==> src/include/kbd_defines.svh <==
`ifndef KBD_DEFINES_SVH
`define KBD_DEFINES_SVH

////////////////////
// CPU bus decode
////////////////////

// Upper 12 address bits of the key port page, FD30..FD3F
`define KEYPORT_PAGE 12'hFD3

////////////////////
// PS/2 receiver
////////////////////

// Samples of a steady PS/2 clock level before an edge is taken
`define PS2_FILT_LEN 4

// Prefix bytes of scancode set 2
`define PS2_BREAK 8'hF0
`define PS2_EXT   8'hE0

`endif

==> src/design/kbd_pkg.sv <==
package kbd_pkg;

	////////////////////
	// Plain vector types
	////////////////////

	// One PS/2 scancode byte
	typedef logic [7:0] scancode_t;
	// One bit per matrix row, active low as a row select
	typedef logic [7:0] key_row_t;
	// One bit per matrix column, active low on kbus
	typedef logic [7:0] key_col_t;
	// Pressed keys, indexed [row][col], 1 means pressed
	typedef logic [7:0][7:0] key_matrix_t;
	// Joystick pins, active low
	// Bit 0 up, 1 down, 2 left, 3 right, 4 fire
	typedef logic [4:0] joy_t;
	typedef logic [15:0] cpu_addr_t;
	typedef logic [7:0] cpu_data_t;

	////////////////////
	// Bundles
	////////////////////

	// One CPU access, stb lasts a single cycle
	typedef struct packed {
		logic      stb;
		logic      rw;
		cpu_addr_t addr;
		cpu_data_t wdata;
	} cpu_bus_t;

	// Scancode offer, ack runs back on its own wire
	typedef struct packed {
		logic      req;
		scancode_t code;
	} scan_hs_t;

	// Matrix position of a key
	typedef struct packed {
		logic       valid;
		logic [2:0] row;
		logic [2:0] col;
	} key_pos_t;

	typedef enum logic [1:0] {IDLE, SHIFT, OFFER, RELEASE} ps2_state_e;
	typedef enum logic {WAIT_REQ, WAIT_DROP} keym_state_e;

	////////////////////
	// Scancode set 2 to C16 matrix
	////////////////////

	function automatic key_pos_t key_lookup(input logic ext, input scancode_t code);
		key_pos_t pos;
		pos = '0;
		case ({ext, code})
			// Row 0, INST/DEL on E0 71 and RETURN
			9'h171: pos = '{1'b1, 3'd0, 3'd0};
			9'h05A: pos = '{1'b1, 3'd0, 3'd1};
			// Row 1, 3 W A 4 Z S E SHIFT
			9'h026: pos = '{1'b1, 3'd1, 3'd0};
			9'h01D: pos = '{1'b1, 3'd1, 3'd1};
			9'h01C: pos = '{1'b1, 3'd1, 3'd2};
			9'h025: pos = '{1'b1, 3'd1, 3'd3};
			9'h01A: pos = '{1'b1, 3'd1, 3'd4};
			9'h01B: pos = '{1'b1, 3'd1, 3'd5};
			9'h024: pos = '{1'b1, 3'd1, 3'd6};
			9'h012: pos = '{1'b1, 3'd1, 3'd7};
			9'h059: pos = '{1'b1, 3'd1, 3'd7};
			// Row 2, 5 R D 6 C F T X
			9'h02E: pos = '{1'b1, 3'd2, 3'd0};
			9'h02D: pos = '{1'b1, 3'd2, 3'd1};
			9'h023: pos = '{1'b1, 3'd2, 3'd2};
			9'h036: pos = '{1'b1, 3'd2, 3'd3};
			9'h021: pos = '{1'b1, 3'd2, 3'd4};
			9'h02B: pos = '{1'b1, 3'd2, 3'd5};
			9'h02C: pos = '{1'b1, 3'd2, 3'd6};
			9'h022: pos = '{1'b1, 3'd2, 3'd7};
			// Row 3, 7 Y G 8 B H U V
			9'h03D: pos = '{1'b1, 3'd3, 3'd0};
			9'h035: pos = '{1'b1, 3'd3, 3'd1};
			9'h034: pos = '{1'b1, 3'd3, 3'd2};
			9'h03E: pos = '{1'b1, 3'd3, 3'd3};
			9'h032: pos = '{1'b1, 3'd3, 3'd4};
			9'h033: pos = '{1'b1, 3'd3, 3'd5};
			9'h03C: pos = '{1'b1, 3'd3, 3'd6};
			9'h02A: pos = '{1'b1, 3'd3, 3'd7};
			// Row 4, 9 I J 0 M K O N
			9'h046: pos = '{1'b1, 3'd4, 3'd0};
			9'h043: pos = '{1'b1, 3'd4, 3'd1};
			9'h03B: pos = '{1'b1, 3'd4, 3'd2};
			9'h045: pos = '{1'b1, 3'd4, 3'd3};
			9'h03A: pos = '{1'b1, 3'd4, 3'd4};
			9'h042: pos = '{1'b1, 3'd4, 3'd5};
			9'h044: pos = '{1'b1, 3'd4, 3'd6};
			9'h031: pos = '{1'b1, 3'd4, 3'd7};
			// Row 5, P L
			9'h04D: pos = '{1'b1, 3'd5, 3'd1};
			9'h04B: pos = '{1'b1, 3'd5, 3'd2};
			// Row 7, 1 CTRL(Alt) 2 SPACE C=(Ctrl) Q
			9'h016: pos = '{1'b1, 3'd7, 3'd0};
			9'h011: pos = '{1'b1, 3'd7, 3'd2};
			9'h111: pos = '{1'b1, 3'd7, 3'd2};
			9'h01E: pos = '{1'b1, 3'd7, 3'd3};
			9'h029: pos = '{1'b1, 3'd7, 3'd4};
			9'h014: pos = '{1'b1, 3'd7, 3'd5};
			9'h114: pos = '{1'b1, 3'd7, 3'd5};
			9'h015: pos = '{1'b1, 3'd7, 3'd6};
			default: pos = '0;
		endcase
		return pos;
	endfunction

endpackage

==> src/design/ps2_frame_rx.sv <==
`timescale 1ns/1ps
`include "kbd_defines.svh"

module ps2_frame_rx (
	input  logic              CLK28,
	input  logic              rst_n,
	input  logic              ps2_clk,
	input  logic              ps2_dat,
	input  logic              scan_ack,
	output kbd_pkg::scan_hs_t scan
);
	import kbd_pkg::*;

	// Two flop synchronisers, lines idle high
	logic [1:0] clk_sync;
	logic [1:0] dat_sync;
	// Older clock samples, the newest sample is clk_sync[1]
	logic [`PS2_FILT_LEN-2:0] clk_hist;
	logic clk_filt;
	logic fall;
	logic [3:0] bit_cnt;
	logic [10:0] frame_sr;
	logic [10:0] frame_next;
	logic frame_done;
	logic frame_ok;
	logic start_seen;
	ps2_state_e state;
	scancode_t code_q;

	////////////////////
	// Line conditioning
	////////////////////

	// Falling edge once the whole window reads low
	assign fall = clk_filt && (clk_hist == '0) && !clk_sync[1];

	always_ff @(posedge CLK28) begin
		if (!rst_n) begin
			clk_sync <= 2'b11;
			dat_sync <= 2'b11;
			clk_hist <= '1;
			clk_filt <= 1'b1;
		end else begin
			clk_sync <= {clk_sync[0], ps2_clk};
			dat_sync <= {dat_sync[0], ps2_dat};
			clk_hist <= {clk_hist[`PS2_FILT_LEN-3:0], clk_sync[1]};
			// Back high only after a full window of ones
			if (fall)
				clk_filt <= 1'b0;
			else if ((&clk_hist) && clk_sync[1])
				clk_filt <= 1'b1;
		end
	end

	////////////////////
	// Frame assembly
	////////////////////

	// Bits arrive LSB first, start ends up in bit 0
	assign frame_next = {dat_sync[1], frame_sr[10:1]};
	assign start_seen = fall && (bit_cnt == 4'd0) && !dat_sync[1];
	assign frame_done = fall && (bit_cnt == 4'd10);
	// Start low, stop high, odd parity over data and parity bit
	assign frame_ok = !frame_next[0] && frame_next[10] && (^frame_next[9:1]);

	always_ff @(posedge CLK28) begin
		if (!rst_n) begin
			bit_cnt <= 4'd0;
		end else if (fall) begin
			if (bit_cnt == 4'd0)
				bit_cnt <= start_seen ? 4'd1 : 4'd0;
			else if (bit_cnt == 4'd10)
				bit_cnt <= 4'd0;
			else
				bit_cnt <= bit_cnt + 4'd1;
		end
	end

	always_ff @(posedge CLK28) begin
		if (fall)
			frame_sr <= frame_next;
		if ((state == SHIFT) && frame_done && frame_ok)
			code_q <= frame_next[8:1];
	end

	////////////////////
	// Handshake FSM
	////////////////////

	always_ff @(posedge CLK28) begin
		if (!rst_n) begin
			state <= IDLE;
		end else begin
			case (state)
				// Frames started during a handshake are never taken
				IDLE: if (start_seen) state <= SHIFT;
				SHIFT: if (frame_done) state <= frame_ok ? OFFER : IDLE;
				OFFER: if (scan_ack) state <= RELEASE;
				RELEASE: if (!scan_ack) state <= IDLE;
				default: state <= IDLE;
			endcase
		end
	end

	assign scan.req  = (state == OFFER);
	assign scan.code = code_q;

	// Offered code holds until the matrix has it
	a_code_stable: assert property (@(posedge CLK28) disable iff (!rst_n)
		scan.req |=> !scan.req || $stable(scan.code));

	// Request is withdrawn only after the matrix acknowledged
	a_req_fall: assert property (@(posedge CLK28) disable iff (!rst_n)
		$fell(scan.req) |-> $past(scan_ack));

endmodule

==> src/design/key_matrix.sv <==
`timescale 1ns/1ps
`include "kbd_defines.svh"

module key_matrix (
	input  logic                 CLK28,
	input  logic                 rst_n,
	input  kbd_pkg::scan_hs_t    scan,
	output logic                 scan_ack,
	output kbd_pkg::key_matrix_t matrix,
	output logic                 key_reset
);
	import kbd_pkg::*;

	keym_state_e state;
	logic accept;
	// Prefix flags, live until the next real key code
	logic brk_q;
	logic ext_q;
	logic brk_next;
	logic ext_next;
	key_pos_t pos;
	key_matrix_t matrix_next;
	logic key_reset_next;
	// Positions of the reset chord keys
	key_pos_t pos_ctrl;
	key_pos_t pos_cbm;
	key_pos_t pos_del;

	////////////////////
	// Handshake side
	////////////////////

	// Take the code on the first cycle req is seen
	assign accept = (state == WAIT_REQ) && scan.req;

	always_ff @(posedge CLK28) begin
		if (!rst_n) begin
			state <= WAIT_REQ;
		end else begin
			case (state)
				WAIT_REQ: if (scan.req) state <= WAIT_DROP;
				WAIT_DROP: if (!scan.req) state <= WAIT_REQ;
				default: state <= WAIT_REQ;
			endcase
		end
	end

	// Ack is high for the whole drop wait
	assign scan_ack = (state == WAIT_DROP);

	////////////////////
	// Code decode
	////////////////////

	// Chord keys taken from the same table as the rest
	// Alt acts as CTRL, Ctrl acts as C=
	assign pos_ctrl = key_lookup(1'b0, 8'h11);
	assign pos_cbm  = key_lookup(1'b0, 8'h14);
	assign pos_del  = key_lookup(1'b1, 8'h71);

	assign pos = key_lookup(ext_q, scan.code);

	always_comb begin
		matrix_next = matrix;
		brk_next = brk_q;
		ext_next = ext_q;
		if (accept) begin
			if (scan.code == `PS2_BREAK) begin
				brk_next = 1'b1;
			end else if (scan.code == `PS2_EXT) begin
				ext_next = 1'b1;
			end else begin
				// Unmapped codes only consume the prefixes
				if (pos.valid)
					matrix_next[pos.row][pos.col] = !brk_q;
				brk_next = 1'b0;
				ext_next = 1'b0;
			end
		end
	end

	// CTRL + C= + DEL all held
	assign key_reset_next = matrix_next[pos_ctrl.row][pos_ctrl.col]
		& matrix_next[pos_cbm.row][pos_cbm.col]
		& matrix_next[pos_del.row][pos_del.col];

	////////////////////
	// State registers
	////////////////////

	always_ff @(posedge CLK28) begin
		if (!rst_n) begin
			brk_q <= 1'b0;
			ext_q <= 1'b0;
			matrix <= '0;
			key_reset <= 1'b0;
		end else begin
			brk_q <= brk_next;
			ext_q <= ext_next;
			// Matrix and chord flag move together
			matrix <= matrix_next;
			key_reset <= key_reset_next;
		end
	end

	// Ack answers a live request from the receiver
	a_ack_rise: assert property (@(posedge CLK28) disable iff (!rst_n)
		$rose(scan_ack) |-> scan.req);

endmodule

==> src/design/key_port.sv <==
`timescale 1ns/1ps
`include "kbd_defines.svh"

module key_port (
	input  logic               CLK28,
	input  logic               rst_n,
	input  kbd_pkg::cpu_bus_t  bus,
	output kbd_pkg::cpu_data_t rdata,
	output logic               rvalid,
	output kbd_pkg::key_row_t  row_sel
);

	logic page_hit;
	logic wr_stb;
	logic rd_stb;

	////////////////////
	// Address decode
	////////////////////

	// Whole 16 byte page mirrors the one register
	assign page_hit = (bus.addr[15:4] == `KEYPORT_PAGE);
	assign wr_stb = bus.stb && !bus.rw && page_hit;
	assign rd_stb = bus.stb && bus.rw;

	////////////////////
	// Row latch
	////////////////////

	always_ff @(posedge CLK28) begin
		if (!rst_n) begin
			// All rows deselected
			row_sel <= 8'hFF;
			rvalid <= 1'b0;
		end else begin
			if (wr_stb)
				row_sel <= bus.wdata;
			// Every read is answered, mapped or not
			rvalid <= rd_stb;
		end
	end

	// Port is output only, a read sees the latch itself
	always_ff @(posedge CLK28) begin
		if (rd_stb)
			rdata <= page_hit ? row_sel : 8'hFF;
	end

endmodule

==> src/design/kbus_drive.sv <==
`timescale 1ns/1ps

module kbus_drive (
	input  logic                 CLK28,
	input  logic                 rst_n,
	input  kbd_pkg::key_matrix_t matrix,
	input  kbd_pkg::key_row_t    row_sel,
	input  kbd_pkg::joy_t        joy0,
	input  kbd_pkg::joy_t        joy1,
	input  logic [1:0]           joy_sel_n,
	output kbd_pkg::key_col_t    kbus
);
	import kbd_pkg::*;

	key_col_t pressed;
	key_col_t kbd_col;
	key_col_t joy_col;
	key_col_t kbus_next;
	joy_t joy0_eff;
	joy_t joy1_eff;

	////////////////////
	// Keyboard columns
	////////////////////

	// OR of all pressed keys in the selected rows
	always_comb begin
		pressed = '0;
		for (int r = 0; r < 8; r++) begin
			if (!row_sel[r])
				pressed = pressed | matrix[r];
		end
	end

	assign kbd_col = ~pressed;

	////////////////////
	// Joystick merge
	////////////////////

	// Disabled stick floats high
	assign joy0_eff = joy_sel_n[0] ? 5'h1F : joy0;
	assign joy1_eff = joy_sel_n[1] ? 5'h1F : joy1;

	// Directions share columns 0..3, fire buttons on 6 and 7
	assign joy_col = {joy1_eff[4], joy0_eff[4], 2'b11, joy0_eff[3:0] & joy1_eff[3:0]};

	assign kbus_next = kbd_col & joy_col;

	always_ff @(posedge CLK28) begin
		if (!rst_n)
			kbus <= 8'hFF;
		else
			kbus <= kbus_next;
	end

endmodule

==> src/design/kbd_top.sv <==
`timescale 1ns/1ps

module kbd_top (
	input  logic               CLK28,
	input  logic               rst_n,
	input  logic               ps2_clk,
	input  logic               ps2_dat,
	input  kbd_pkg::cpu_bus_t  bus,
	input  kbd_pkg::joy_t      joy0,
	input  kbd_pkg::joy_t      joy1,
	input  logic [1:0]         joy_sel_n,
	output kbd_pkg::cpu_data_t rdata,
	output logic               rvalid,
	output kbd_pkg::key_col_t  kbus,
	output logic               key_reset
);
	import kbd_pkg::*;

	// Receiver to matrix handshake
	scan_hs_t scan;
	logic scan_ack;
	// Matrix and row select into the column bus
	key_matrix_t matrix;
	key_row_t row_sel;

	////////////////////
	// Input side
	////////////////////

	ps2_frame_rx ps2_frame_rx_inst (
		.CLK28    (CLK28),
		.rst_n    (rst_n),
		.ps2_clk  (ps2_clk),
		.ps2_dat  (ps2_dat),
		.scan_ack (scan_ack),
		.scan     (scan)
	);

	key_matrix key_matrix_inst (
		.CLK28     (CLK28),
		.rst_n     (rst_n),
		.scan      (scan),
		.scan_ack  (scan_ack),
		.matrix    (matrix),
		.key_reset (key_reset)
	);

	////////////////////
	// CPU side
	////////////////////

	key_port key_port_inst (
		.CLK28   (CLK28),
		.rst_n   (rst_n),
		.bus     (bus),
		.rdata   (rdata),
		.rvalid  (rvalid),
		.row_sel (row_sel)
	);

	// Column bus as the video chip samples it
	kbus_drive kbus_drive_inst (
		.CLK28     (CLK28),
		.rst_n     (rst_n),
		.matrix    (matrix),
		.row_sel   (row_sel),
		.joy0      (joy0),
		.joy1      (joy1),
		.joy_sel_n (joy_sel_n),
		.kbus      (kbus)
	);

endmodule

==> config.mk <==
export PLATFORM = sky130hd
export DESIGN_NAME = kbd_top
export DESIGN_NICKNAME = d
export VERILOG_FILES = /design/src/design/kbd_pkg.sv /design/src/design/ps2_frame_rx.sv /design/src/design/key_matrix.sv /design/src/design/key_port.sv /design/src/design/kbus_drive.sv /design/src/design/kbd_top.sv
export VERILOG_INCLUDE_DIRS = /design/src /design/src/include
export SDC_FILE = /design/constraint.sdc
export NUM_CORES = 1
export LEC_CHECK = 0
export ABC_CLOCK_PERIOD_IN_PS = 3050
export BUFFER_PORTS_ARGS = -buffer_cell sky130_fd_sc_hd__buf_2
export CAP_MARGIN = 25
export CORE_ASPECT_RATIO = 0.6
export CORE_MARGIN = 2
export CORE_UTILIZATION = 59
export CTS_CLUSTER_DIAMETER = 120
export DETAILED_ROUTE_END_ITERATION = 8
export PLACE_DENSITY = 0.91
export SYNTH_ARGS = -nofsm -noshare
export SYNTH_HDL_FRONTEND = slang
export SYNTH_SLANG_ARGS = --single-unit
==> constraint.sdc <==
create_clock -name CLK28 -period 3.05 [get_ports CLK28]
set_input_delay 0.1525 -clock CLK28 [delete_from_list [all_inputs] [get_ports CLK28]]
set_output_delay 0.1525 -clock CLK28 [all_outputs]
set_load 0.005 [all_outputs]
After elaboration in Yosys (flattened, before gate mapping)
Index checks and enable logic that the tools add are counted.
{ "totals": {"word_cells": 172, "inputBits": 42, "out_inout_bits": 18, "register_bits": 126} }
{ "op_classes": {"muxes": 35, "n_reduce_logical": 34, "n_bitwise": 15, "eq_ne": 57, "magnitude_cmp": 4, "addsub": 1} }
{ "ops": {"columns": ["operator", "n"], "rows": [
  ["case mux 7 bit (42 select lines)", 1],
  ["two-way mux 62 bit", 4],
  ["== test 9 x 6 -> 1 bit (second input constant)", 23],
  ["== test 9 x 5 -> 1 bit (second input constant)", 10],
  ["== test 9 x 7 -> 1 bit (second input constant)", 9],
  ["two-way mux 8 bit", 9],
  ["bitwise mux 64 bit", 1],
  ["OR 8 bit", 7],
  ["== test 9 bit (second input constant)", 3],
  ["demux 8 bit (select 3 bit)", 1],
  ["== test 8 bit (second input constant)", 2],
  ["logical AND 1 bit", 16],
  ["== test 12 bit (second input constant)", 1],
  ["two-way mux 2 bit", 5],
  ["two-way mux 5 bit", 2],
  ["parity 9 bit", 1],
  ["AND 8 bit", 1],
  ["< comparator 3 x 4 -> 1 bit (second input constant)", 2],
  ["two-way mux 1 bit", 8],
  ["two-way mux 4 bit", 2],
  ["inverter 8 bit", 1],
  ["case mux 2 bit (4 select lines)", 1],
  ["AND reduction 4 bit", 2],
  ["greater-or-equal comparator 3 x 1 -> 1 bit (second input constant)", 2],
  ["18 further kinds", 32]
]} }

Depth between registers and ports, before layout
Gate-level depths: netlist of run 1.
{ "depth": {"word_depth": 17, "mapped_depth": 11, "depth_no_buf": 8} }

Hierarchy
From an unflattened synthesis of run 1, not the netlist that was laid out.
{ "unflattened": {"hier_cells": 624, "area_unflattened_um2": 6204.7} }
{ "by_module_without_submodules": {"columns": ["module", "n_inst", "area_per_inst_um2", "cells_each", "seq_area_each_um2"], "rows": [
  ["key_matrix", 1, 3582.2, 403, 1361.3],
  ["ps2_frame_rx", 1, 1252.5, 91, 820.8],
  ["key_port", 1, 744.5, 58, 420.4],
  ["kbus_drive", 1, 625.6, 72, 160.2]
]} }

Least setup slack after synthesis of run 1
No wires, ideal clock.
{ "synth_path": {"path_type": "register to register", "start": "register ps2_frame_rx_inst.code_q[5]", "end": "register key_matrix_inst.key_reset", "n_path_buf": 2, "setup_ns": 0.058, "path_stages_with_launch": 11, "path_slack_ns": 0.465, "arrival_time_ns": 2.526, "synth_period_minus_slack_ns": 2.585, "required_ns": 2.992, "cell_sequence": "edfxtp_1 -> buf_4 -> or4b_1 -> buf_2 -> or3_1 -> a21oi_1 -> a211oi_1 -> nand4_4 -> mux2_4 -> a211oi_2 -> o21a_1"} }
{ "synth_between": {"elab_chain_cells": 16, "elab_cells_between_ends": 68, "cone_classes": "4 x order compare; 47 x eq/ne; 10 x mux; 2 x bitwise; 5 x reduce/logical"} }
{ "synth_rtl": {"columns": ["element", "line_no", "rtl"], "rows": [
  ["from (decl)", "ps2_frame_rx.sv:28", "scancode_t code_q;"],
  ["from (signal assigned)", "ps2_frame_rx.sv:83", "code_q <= frame_next[8:1];"],
  ["== test 9 x 5 -> 1 bit, or another cell as far along", "kbd_pkg.sv:56", "case ({ext, code})"],
  ["OR reduction 2 bit (no line)", null, null],
  ["case mux 7 bit (42 select lines)", "kbd_pkg.sv:56", null],
  ["< comparator 3 x 4 -> 1 bit (not written as such) or greater-or-equal comparator 3 x 1 -> 1 bit (tied branches)", "key_matrix.sv:75", "matrix_next[pos.row][pos.col] = !brk_q;"],
  ["logical AND 1 bit (not written as such)", "key_matrix.sv:75", null],
  ["two-way mux 1 bit (not written as such)", "key_matrix.sv:75", null],
  ["demux 1 bit (select 3 bit)", null, null],
  ["two-way mux 8 bit (not written as such)", "key_matrix.sv:75", null],
  ["demux 8 bit (select 3 bit)", null, null],
  ["bitwise mux 64 bit", "key_matrix.sv:75", null],
  ["two-way mux 62 bit", "key_matrix.sv:74", "if (pos.valid)"],
  ["two-way mux 62 bit", "key_matrix.sv:70", "end else if (scan.code == `PS2_EXT) begin"],
  ["two-way mux 62 bit (*)", "key_matrix.sv:68", "if (scan.code == `PS2_BREAK) begin"],
  ["two-way mux 62 bit (*)", "key_matrix.sv:67", "if (accept) begin"],
  ["AND 1 bit", "key_matrix.sv:84", "& matrix_next[pos_cbm.row][pos_cbm.col]"],
  ["AND 1 bit (*)", "key_matrix.sv:85", "& matrix_next[pos_del.row][pos_del.col];"],
  ["to (signal assigned)", "key_matrix.sv:102", "key_reset <= key_reset_next;"],
  ["to (decl)", "key_matrix.sv:10", "output logic key_reset"]
]} }
Mark *: on every way between the ends. The rest lies on a longest branch, timed or not.
A chain may end at the register's enable or synchronous reset.

Worst setup path in the final report of run 1
{ "layout_path": {"start": "register ps2_frame_rx_inst.code_q[5]", "end": "register key_matrix_inst.matrix[36] in the netlist's numbering"} }
{ "layout_between": {"elab_chain_cells": 10, "elab_cells_between_ends": 65, "cone_classes": "4 x order compare; 47 x eq/ne; 6 x mux; 2 x bitwise; 6 x reduce/logical"} }
{ "layout_rtl": {"columns": ["element", "line_no", "rtl"], "rows": [
  ["== test 9 x 5 -> 1 bit, or another cell as far along", "kbd_pkg.sv:56", null],
  ["OR reduction 2 bit (no line)", null, null],
  ["case mux 7 bit (42 select lines)", "kbd_pkg.sv:56", null],
  ["< comparator 3 x 4 -> 1 bit (not written as such) or greater-or-equal comparator 3 x 1 -> 1 bit (tied branches)", "key_matrix.sv:75", null],
  ["logical AND 1 bit (not written as such)", "key_matrix.sv:75", null],
  ["two-way mux 1 bit (not written as such)", "key_matrix.sv:75", null],
  ["demux 1 bit (select 3 bit)", null, null],
  ["two-way mux 8 bit (not written as such)", "key_matrix.sv:75", null],
  ["demux 8 bit (select 3 bit)", null, null],
  ["bitwise mux 64 bit", "key_matrix.sv:75", null],
  ["to (signal assigned)", "key_matrix.sv:101", "matrix <= matrix_next;"],
  ["to (decl)", "key_matrix.sv:9", "output kbd_pkg::key_matrix_t matrix,"]
]} }
Several ways; a longest one is shown, not always the timed one.

==> results.json, run 1 <==
{
  "max_freq_mhz": 342,
  "power.clock.fraction_pct": 53.7,
  "outcome": "completed",
  "finalHoldViolations": 0,
  "number_of_different_library_cells_in_the_post_synthesis_netlist": 74,
  "final_net_count": 784,
  "synth_xor_xnor_area_share_pct": 1.98,
  "worstReg2RegStart": "ps2_frame_rx_inst.code_q[5]$_DFFE_PP_",
  "wl_per_cell_um": 20.1,
  "synth_ff_type": "dfxtp_1",
  "synth-compound-area-share_pct": 13.6,
  "detailed_place_hpwl_mm": 11.5,
  "die_y_um": 83.3,
  "combinationalPowerShare_pct": 2.4,
  "timing.critical_path.required_ns": 3.32,
  "seq_area_frac_synth_pct": 44.7,
  "tritoncts": "done",
  "power_per_cell_area_nw_per_um2": 513,
  "worstHoldPathCells": 2,
  "design.core.area_um2": 10000,
  "endpoint": "key_matrix_inst.matrix[36]$_SDFFE_PN0P_",
  "seq_power_share_pct": 43.9,
  "groute.layer.met1.usage_pct": 42.9,
  "viasPerCell": 6.41,
  "fp-row-count": 28,
  "power.share.switching_pct": 23.1,
  "antennaDiodeCount": 0,
  "final_setup_tns_ns": 0,
  "cp.arrival_ns": 3.19,
  "grt_overflow_total": 0,
  "power.internal_mw": 2.96,
  "drt-total-wl_mm": 17.8,
  "timing.slew.headroom_pct": 47.6,
  "place.port_buffers": 55,
  "yosys-mux-area-fraction_pct": 7.70,
  "seq_cells_post_synth": 125,
  "floorplan.die_area_um2": 11300,
  "worst_r2r_endpoint": "key_matrix_inst.matrix[36]$_SDFFE_PN0P_",
  "tightest_slew_ns": 0.786,
  "final-max-slew-violation-count": 0,
  "min_period_over_period_pct": 95.8,
  "io_pins": 60,
  "clkLatencyLatePin_ns": 0.42,
  "clockBufferDepth": 2,
  "worstSetupStartpointType": "flop",
  "busiest_layer": "met2",
  "first_pass_iters": 6,
  "initialDrtViolationCount": 746,
  "leakage_nw": 3.03,
  "endpoint_kind": "flop",
  "reg2reg_setup_slack_ns": 0.13,
  "ffs_w_async_s_r_synth_pct": 0,
  "synth_simple_gate_area_share_pct": 25.1,
  "synth_top_family_by_area": "simple AND/OR/NAND/NOR gates",
  "area_growth_syn_to_layout_pct": 21.7,
  "synth-edff-count": 26,
  "fin_crit_ns": 2.92,
  "yosys_warnings": 0,
  "vdd_drop_max_uv": 472,
  "place_congestion": 0.926,
  "fp.dieW_um": 136,
  "finish.utilization_pct": 75.0,
  "clock_tree.htree_level_count": 4,
  "final_layout_size_suffix_gt1_share_pct": 20.9,
  "sequential_standard_cell_area_um2": 2760,
  "synthAdderAreaFrac_pct": 0.608,
  "grt_first_pass_wirelength_mm": 28.3,
  "clkTransAtPathRegs_ns": 0.06,
  "via_count_of_the_first_global_routing_pass": 5505,
  "worstSetupPathType": "reg -> reg",
  "area_used_by_multi_input_combinational_logic_um2": 3070,
  "met2_usage_pct": 50.1,
  "crit_path_max_fanout": 15,
  "setup-violations-final": 0,
  "postSynthAreaPerCell_um2": 9.39,
  "net-switching-power_mw": 0.889,
  "initial_core_util_pct": 61.7,
  "timing.hold.worst.class": "in -> reg",
  "grt_use_met3_pct": 9.71,
  "synthCells": 658,
  "grtUsageTotal_pct": 32.0,
  "hold-worst-slack_ns": 0.0263,
  "grt_max_degree": 93,
  "worst_clock_skew_on_the_final_layout_ns": 0.0113,
  "syn_nets": 703,
  "vias": 5685,
  "numCtsBuffers": 17,
  "synthesis.area_um2": 6180,
  "filler_cell_count": 627,
  "cts_root_buf": "clkbuf_16",
  "drc_errors": 0,
  "antenna_found_initial": 0,
  "drv_cap": 0,
  "clock_sinks": 125,
  "ant_nets": 0,
  "cp-startpoint": "ps2_frame_rx_inst.code_q[5]$_DFFE_PP_",
  "timing.reg2reg.worst_path_depth": 10
}
layout make-up:
cell class,instances,area share [%]
clock inverters,15,2.33
well taps,135,2.25
clock buffers,17,5.66
flip-flops and latches,125,36.8
inverters,40,2.00
repair buffers,107,10.2
multi-input cells,448,40.8
critical path, cell delays in order (launching register included):
cell,delay [ns]
edfxtp_1,0.45
buf_12,0.18
or3b_2,0.57
or3_1,0.36
o32ai_1,0.12
o21ai_0,0.17
and3_1,0.21
a21oi_4,0.25
buf_4,0.18
nand3_1,0.11
mux2i_1,0.16
registers in the layout (all words and copies together), names as in the netlist, named ones only:
signal,count
key_matrix_inst.matrix,64
ps2_frame_rx_inst.frame_sr,10
kbus_drive_inst.kbus,8
key_port_inst.rdata,8
key_port_inst.row_sel,8
ps2_frame_rx_inst.code_q,8
ps2_frame_rx_inst.bit_cnt,4
ps2_frame_rx_inst.clk_hist,3
ps2_frame_rx_inst.clk_sync,2
ps2_frame_rx_inst.dat_sync,2
key_matrix_inst.brk_q,1
key_matrix_inst.ext_q,1
key_matrix_inst.key_reset,1
key_matrix_inst.scan_ack,1
key_port_inst.rvalid,1
ps2_frame_rx_inst.clk_filt,1
ps2_frame_rx_inst.state,1
logic make-up (layout without fill, tap and decap cells):
| family | Yosys count | in the layout |
|---|---|---|
| AO/OA/AOI/OAI | 118 | 118 |
| XOR/XNOR | 14 | 14 |
| adder cells (fa/ha/maj) | 3 | 3 |
| buffers and inverters | 85 | 179 |
| flip-flops | 125 | 125 |
| multiplexers | 47 | 47 |
| AND/OR/NAND/NOR | 266 | 266 |
worst min-delay path by stage:
stage / startpoint / to / slack (ns)
6_report: bus[24] / key_port_inst.rvalid$_SDFF_PN0_ / 0.03
4_1_cts: bus[24] / key_port_inst.rvalid$_SDFF_PN0_ / 0.002
2_1_floorplan: ps2_clk / ps2_frame_rx_inst.clk_sync[0]$_SDFF_PN1_ / 0.25
3_5_place_dp: ps2_clk / ps2_frame_rx_inst.clk_sync[0]$_SDFF_PN1_ / 0.35
3_3_place_gp: ps2_dat / ps2_frame_rx_inst.dat_sync[0]$_SDFF_PN1_ / 0.34
5_1_grt: bus[24] / key_port_inst.rvalid$_SDFF_PN0_ / 0.03
power by group through the flow:
stage | Combinational [mW] | Clock (mW) | Sequential [mW]
6_report | 0.0915 | 2.07 | 1.69
5_1_grt | 0.0984 | 2.14 | 1.69
4_1_cts | 0.0883 | 2.06 | 1.69
3_5_place_dp | 0.0774 | 0 | 1.73
3_3_place_gp | 0.0738 | 0 | 1.73
2_1_floorplan | 0.0353 | 0 | 1.73
metal layers:
metal,part of all wire (%),vias to the layer above
met5,0,-
met4,1.8,0
met3,11,55
met2,46,372
met1,41,2731
li1,-,2527
placed cells by master (no fill, tap or decap), types with 5 or more instances in the layout:
cell type / synthesis / routed
dfxtp_1: 99 / 99
buf_2: 10 / 55
and2_1: 49 / 49
mux2i_1: 46 / 46
nand2_1: 44 / 44
inv_1: 36 / 36
buf_4: 3 / 36
nand3_1: 31 / 31
nor2_1: 28 / 28
edfxtp_1: 26 / 26
nand2b_1: 25 / 24
a21oi_1: 24 / 24
a22oi_1: 19 / 19
o21ai_0: 18 / 18
clkbuf_16: 0 / 17
xnor2_1: 11 / 11
nor2b_1: 11 / 11
nand3b_1: 11 / 11
dlygate4sd3_1: 0 / 10
nand4_1: 9 / 9
o22ai_1: 9 / 9
nor4_1: 11 / 9
nor3_1: 7 / 7
a221oi_1: 6 / 6
buf_12: 0 / 6
and3_1: 5 / 5
inv_6: 0 / 5
per-stage QoR:
stage | worst slack, ns | total power [mW] | std cells | instance area [um^2]
floorplan | 0.465 | 1.76 | 658 | 6180
global placement | 0.160 | 1.80 | 838 | 6720
detailed placement | 0.167 | 1.81 | 838 | 6720
CTS | 0.114 | 3.84 | 880 | 7420
global route | -0.00218 | 3.94 | 887 | 7520
finish | 0.129 | 3.85 | 887 | 7520
cell usage after synthesis, drive strengths merged (5+ instances only):
library cell  number  area (um^2)
a22oi             19          143
a21oi             26          145
inv               36          135
nand4             10         77.6
or4b               5         50.1
nand3             32          165
or3b               6         52.6
xnor2             11         96.3
nor3               8         45.0
nand2b            25          156
buf               24          159
nand2             44          165
edfxtp            26          781
and2              49          307
nor2              28          105
nand3b            11         82.6
o21ai             19         95.1
dfxtp             99         1980
clkbuf            21         78.8
nor2b             11         68.8
a221oi             6         52.6
mux2i             46          460
nor4              11         68.8
and3               5         31.3
o22ai              9         56.3
repair_timing:
action,CTS,global route
gates resized for setup,0,9
setup buffers,0,7
setup endpoints to repair,0,21
hold buffers,10,0
hold endpoints to repair,10,0
Power figures use the tool's default switching activity.
==> inputs of run 2 (changes only) <==
--- a/config.mk
+++ b/config.mk
@@ -6,6 +6,7 @@
 export SDC_FILE = /design/constraint.sdc
 export NUM_CORES = 1
 export LEC_CHECK = 0
+export ABC_AREA = 1
 export ABC_CLOCK_PERIOD_IN_PS = 3050
 export BUFFER_PORTS_ARGS = -buffer_cell sky130_fd_sc_hd__buf_2
 export CAP_MARGIN = 25
==> results.json, run 2 <==
{
  "largest_registers": "key_matrix_inst.matrix (64), ps2_frame_rx_inst.frame_sr (10)",
  "min_period_over_period_pct": 96.2,
  "place.port_buffers": 55,
  "final-max-slew-violation-count": 0,
  "ffs_w_async_s_r_synth_pct": 0,
  "timing.hold.worst.class": "in -> reg",
  "seq_area_frac_synth_pct": 46.8,
  "clockBufferDepth": 2,
  "syn_nets": 833,
  "crit_path_max_fanout": 21,
  "yosys-mux-area-fraction_pct": 0,
  "dominant_cell_type_by_area_after_synthesis": "dfxtp_1",
  "grt_overflow_total": 0,
  "worstSetupPathType": "reg -> reg",
  "max_flop_register": "key_matrix_inst.matrix",
  "synth-compound-area-share_pct": 13.3,
  "via_count_of_the_first_global_routing_pass": 5280,
  "power.clock.fraction_pct": 52.7,
  "dpl_worst_slack_ns": 0.336,
  "power.internal_mw": 2.92,
  "synth_top_family_by_area": "simple AND/OR/NAND/NOR gates",
  "synthMostInstantiatedCell": "nand2_1",
  "synth_xor_xnor_area_share_pct": 1.34,
  "final_cell_mix": "196 x nand2_1, 99 x dfxtp_1, 83 x nor2_1",
  "cts_root_buf": "clkbuf_16",
  "grtUsageTotal_pct": 31.5,
  "layoutNonFillerInstCount": 1007,
  "initial_core_util_pct": 60.2,
  "finish.utilization_pct": 71.5,
  "timing.critical_path.required_ns": 3.33,
  "slowest_stage": "edfxtp_1",
  "final_net_count": 904,
  "setup-violations-final": 0,
  "largest_register_ffs": 64,
  "drt-total-wl_mm": 16.8,
  "fin_crit_ns": 2.93,
  "timing.slew.headroom_pct": 33.8,
  "final_common_cell": "nand2_1",
  "design.core.area_um2": 9810,
  "clkTransAtPathRegs_ns": 0.06,
  "crit_path_frequent_cell": "nand2_1",
  "number_of_different_library_cells_in_the_post_synthesis_netlist": 41,
  "area_growth_syn_to_layout_pct": 18.9,
  "vdd_drop_max_uv": 490,
  "critical_path.max_stage_delay_ns": 0.50,
  "synth_top_cells_by_count": "196 x nand2_1, 99 x dfxtp_1, 83 x nor2_1",
  "post-route-worst-setup-slack_ns": 0.117,
  "rsz0062_at_grt": "no",
  "synth_simple_gate_area_share_pct": 30.0,
  "drc_errors": 0,
  "drv_cap": 0,
  "grt_first_pass_wirelength_mm": 26.1,
  "synthesis.area_um2": 5900,
  "fp-row-count": 28,
  "finalHoldViolations": 0,
  "antenna_found_initial": 0,
  "floorplan.die_area_um2": 10800,
  "vias": 5783,
  "wl_per_cell_um": 16.7,
  "final_setup_tns_ns": 0,
  "max_freq_mhz": 341,
  "leakage_nw": 2.94,
  "seq_cells_post_synth": 125,
  "totalPowerFinal_mw": 3.77,
  "final_layout_size_suffix_gt1_share_pct": 15.0,
  "initialDrtViolationCount": 704,
  "die_y_um": 81.5,
  "synth-edff-count": 26,
  "crit_chain": "inv_2 > nand2_1 > nor2_1 > nand3_1 > nand2_1 > nor2_1 > nand3_1 > nor2_4 > a21oi_2 > buf_4 > nand2_1 > nand2_1 > a21oi_1",
  "clock_tree.htree_level_count": 4,
  "power.share.switching_pct": 22.5,
  "outcome": "completed",
  "tightest_slew_ns": 0.989,
  "detailed_place_hpwl_mm": 11.8,
  "synth_top_area_share_pct": 33.6,
  "io_pins": 60,
  "post-place-cells": 962,
  "net-switching-power_mw": 0.851,
  "power_per_cell_area_nw_per_um2": 538,
  "fp.dieW_um": 133,
  "antennaDiodeCount": 0,
  "place_congestion": 1.02,
  "numCtsBuffers": 17,
  "seq_power_share_pct": 44.9,
  "worst_clock_skew_on_the_final_layout_ns": 0.00752,
  "tritoncts": "done",
  "clkLatencyLatePin_ns": 0.42,
  "viasPerCell": 5.74,
  "cts.repair_timing.setup_buffer_count": 0,
  "cp.arrival_ns": 3.21,
  "postSynthAreaPerCell_um2": 7.49,
  "clock_sinks": 125,
  "post_synth_main_area_contributors": "dfxtp_1 34%, edfxtp_1 13%, nand2_1 12%",
  "yosys_warnings": 0,
  "worstSetupStartpointType": "flop",
  "endpoint_kind": "flop",
  "ant_nets": 0,
  "combinationalPowerShare_pct": 2.5,
  "first_pass_iters": 6,
  "cp_top_family": "simple AND/OR/NAND/NOR gates",
  "synthAdderAreaFrac_pct": 0.636,
  "synthCells": 788,
  "grt_max_degree": 52,
  "worst-path-buf-inv": 2,
  "synth_ff_type": "dfxtp_1"
}
==> run 2: cells by family (layout without fill, tap and decap cells) <==
logic type,count (synthesis),count (layout)
flops,125,125
simple gates,403,403
buf+inv,115,199
xor+xnor,9,9
fa+ha+maj,3,3
compound gates,133,133
==> run 2: routing by layer <==
layer  up-vias  GRT usage, %  share of wire (%)
met5         -             0                  0
met2       360          46.0                 41
met4         0          11.1                1.7
li1       2766             -                  -
met1      2618          44.7                 44
met3        39          9.57                 14
==> run 2: through the flow <==
stage	hold WS (ns)	instance area, um^2
final	0.0243	7020
after global routing	0.0303	7020
after CTS	0.00991	7020
after detailed placement	0.346	6300
after global placement	0.337	6300
after floorplan	0.259	5900
==> run 2: power by group through the flow <==
stage,Clock (mW),Sequential [mW],Combinational (mW)
after global placement,0,1.73,0.0758
after global routing,2.05,1.69,0.102
after floorplan,0,1.73,0.0350
after detailed placement,0,1.73,0.0773
final,1.99,1.69,0.0925
after CTS,2.00,1.69,0.0905
==> run 2: worst min-delay path, cell delays in order <==
cell and delay [ns]:
buf_2 0.09, o2111ai_1 0.11, nand2_1 0.07
==> run 2: what timing repair did <==
| action | 4_1_cts | 5_1_grt |
|---|---|---|
| gates resized for setup | 0 | 0 |
| hold buffers | 13 | 0 |
| hold endpoints to repair | 12 | 0 |
==> run 2: layout make-up <==
class                      count  area (um^2)
clock inverter                13          128
tap                          135          169
clock buffer                  19          454
timing repair buffer          78          493
inverter                      89          334
fill                         733         2790
multi-input combinational    548         2680
sequential                   125         2760
==> run 2: final timing paths <==
check                                                              start                                        to  slack [ns]  cells after the start
worst min register to register  ps2_frame_rx_inst.clk_sync[0]$_SDFF_PN1_  ps2_frame_rx_inst.clk_sync[1]$_SDFF_PN1_        0.42                      1
worst min-delay path                                             joy0[0]        kbus_drive_inst.kbus[0]$_SDFF_PN1_        0.02                      3
worst max register to register     ps2_frame_rx_inst.code_q[7]$_DFFE_PP_   key_matrix_inst.matrix[20]$_SDFFE_PN0P_        0.12                     13
worst max-delay path               ps2_frame_rx_inst.code_q[7]$_DFFE_PP_   key_matrix_inst.matrix[20]$_SDFFE_PN0P_        0.12                     13
==> inputs of run 3 (changes only) <==
--- a/config.mk
+++ b/config.mk
@@ -15,6 +15,7 @@
 export CORE_UTILIZATION = 59
 export CTS_CLUSTER_DIAMETER = 120
 export DETAILED_ROUTE_END_ITERATION = 8
+export HOLD_SLACK_MARGIN = 0.03
 export PLACE_DENSITY = 0.91
 export SYNTH_ARGS = -nofsm -noshare
 export SYNTH_HDL_FRONTEND = slang
==> results.json, run 3 (synthesis gave the netlist of run 2 again) <==
{
  "worstHoldPathCells": 3,
  "cp.arrival_ns": 3.19,
  "worstReg2RegStart": "ps2_frame_rx_inst.code_q[7]$_DFFE_PP_",
  "antennaDiodeCount": 0,
  "worstSetupPathType": "reg -> reg",
  "tightest_slew_ns": 0.967,
  "net-switching-power_mw": 0.847,
  "power_per_cell_area_nw_per_um2": 537,
  "final_cell_mix": "196 x nand2_1, 99 x dfxtp_1, 83 x nor2_1",
  "grtUsageTotal_pct": 31.5,
  "dpl_worst_slack_ns": 0.336,
  "viasPerCell": 5.81,
  "design.core.area_um2": 9810,
  "worst_clock_skew_on_the_final_layout_ns": 0.00835,
  "power.internal_mw": 2.92,
  "tritoncts": "done",
  "ant_nets": 0,
  "timing.critical_path.required_ns": 3.33,
  "hold-worst-slack_ns": 0.0303,
  "combinationalPowerShare_pct": 2.5,
  "min_period_over_period_pct": 95.5,
  "grt_first_pass_wirelength_mm": 26.1,
  "antenna_found_initial": 0,
  "rsz0062_at_grt": "no",
  "place_congestion": 1.02,
  "cts.repair_timing.setup_buffer_count": 0,
  "vdd_drop_max_uv": 489,
  "place.port_buffers": 55,
  "vias": 5861,
  "post-place-cells": 962,
  "area_used_by_multi_input_combinational_logic_um2": 2680,
  "clockBufferDepth": 2,
  "initialDrtViolationCount": 727,
  "drv_cap": 0,
  "power.share.switching_pct": 22.5,
  "sequential_standard_cell_area_um2": 2760,
  "floorplan.die_area_um2": 10800,
  "final_layout_size_suffix_gt1_share_pct": 15.0,
  "drt-total-wl_mm": 16.8,
  "grt_overflow_total": 0,
  "hold_end": "ps2_frame_rx_inst.bit_cnt[1]$_SDFFE_PN0P_",
  "fin_crit_ns": 2.91,
  "clkTransAtPathRegs_ns": 0.06,
  "endpoint_kind": "flop",
  "final-max-slew-violation-count": 0,
  "drc_errors": 0,
  "numCtsBuffers": 17,
  "cts_hold_repair.buffers": 14,
  "largest_register_ffs": 64,
  "clock_sinks": 125,
  "worstSetupStartpointType": "flop",
  "crit_path_max_fanout": 21,
  "power.clock.fraction_pct": 52.6,
  "outcome": "completed",
  "via_count_of_the_first_global_routing_pass": 5283,
  "die_y_um": 81.5,
  "reg2reg_setup_slack_ns": 0.14,
  "timing.reg2reg.worst_path_depth": 13,
  "io_pins": 60,
  "postCtsResizedCells": 0,
  "clkLatencyLatePin_ns": 0.42,
  "initial_core_util_pct": 60.2,
  "grt_max_degree": 52,
  "filler_cell_count": 730,
  "max_flop_register": "key_matrix_inst.matrix",
  "wl_per_cell_um": 16.7,
  "final_common_cell": "nand2_1",
  "detailed_place_hpwl_mm": 11.8,
  "final_setup_tns_ns": 0,
  "fp-row-count": 28,
  "cts_root_buf": "clkbuf_16",
  "layoutNonFillerInstCount": 1008,
  "worst_r2r_endpoint": "key_matrix_inst.matrix[20]$_SDFFE_PN0P_",
  "timing.slew.headroom_pct": 35.2,
  "post-route-worst-setup-slack_ns": 0.136,
  "first_pass_iters": 6,
  "timing.hold.worst.class": "in -> reg",
  "fp.dieW_um": 133,
  "max_freq_mhz": 343,
  "area_growth_syn_to_layout_pct": 19.0,
  "final_net_count": 905,
  "largest_registers": "key_matrix_inst.matrix (64), ps2_frame_rx_inst.frame_sr (10)",
  "leakage_nw": 2.95,
  "clock_tree.htree_level_count": 4,
  "finalHoldViolations": 0,
  "seq_power_share_pct": 44.9,
  "setup-violations-final": 0,
  "hold_start": "rst_n",
  "finish.utilization_pct": 71.6
}
## run 3: metrics by stage
step / power, mW / cell area, um^2
floorplan: 1.76 / 5900
global placement: 1.80 / 6300
detailed placement: 1.81 / 6300
CTS: 3.78 / 7030
global route: 3.85 / 7030
finish: 3.77 / 7030
## run 3: power by group through the flow
stage	registers [mW]	clock network, mW	logic, mW
2_1_floorplan	1.73	0	0.0350
3_3_place_gp	1.73	0	0.0758
3_5_place_dp	1.73	0	0.0773
4_1_cts	1.69	2.00	0.0914
5_1_grt	1.69	2.05	0.103
6_report	1.69	1.98	0.0937
## run 3: worst max-delay path: stages (launching register included)
cell and delay [ns]:
edfxtp_1 0.50, inv_2 0.11, nand2_1 0.09, nor2_1 0.36, nand3_1 0.23, nand2_1 0.17
nor2_1 0.08, nand3_1 0.15, nor2_4 0.07, a21oi_2 0.44, buf_4 0.34, nand2_1 0.09
nand2_1 0.07, a21oi_1 0.06
## run 3: metal layers
layer / share of wire [%] / routed length, um / global-route usage, % / vias up
met4: 1.7 / 287 / 11.1 / 0
met1: 44 / 7350 / 44.8 / 2660
met5: 0 / 0 / 0 / -
li1: - / - / - / 2766
met2: 41 / 6950 / 46.0 / 389
met3: 13 / 2260 / 9.51 / 46
## run 3: worst max path at each step
stage                     slack [ns]  cells after the start                                   from                                      end
final                           0.14                     13  ps2_frame_rx_inst.code_q[7]$_DFFE_PP_  key_matrix_inst.matrix[20]$_SDFFE_PN0P_
after global routing            0.04                     12  ps2_frame_rx_inst.code_q[6]$_DFFE_PP_  key_matrix_inst.matrix[29]$_SDFFE_PN0P_
after CTS                       0.29                     13  ps2_frame_rx_inst.code_q[7]$_DFFE_PP_  key_matrix_inst.matrix[20]$_SDFFE_PN0P_
after detailed placement        0.34                     13  ps2_frame_rx_inst.code_q[7]$_DFFE_PP_  key_matrix_inst.matrix[35]$_SDFFE_PN0P_
after global placement          0.41                     13  ps2_frame_rx_inst.code_q[3]$_DFFE_PP_  key_matrix_inst.matrix[35]$_SDFFE_PN0P_
after floorplan                 1.02                     14  ps2_frame_rx_inst.code_q[6]$_DFFE_PP_  key_matrix_inst.matrix[18]$_SDFFE_PN0P_
## run 3: final cells by class
| cell class | count | share of cell area [%] |
|---|---|---|
| sequential | 125 | 39.3 |
| multi-input combinational | 548 | 38.1 |
| timing repair buffer | 79 | 7.16 |
| clock buffer | 19 | 6.46 |
| inverter | 89 | 4.76 |
| tap | 135 | 2.40 |
| clock inverter | 13 | 1.82 |
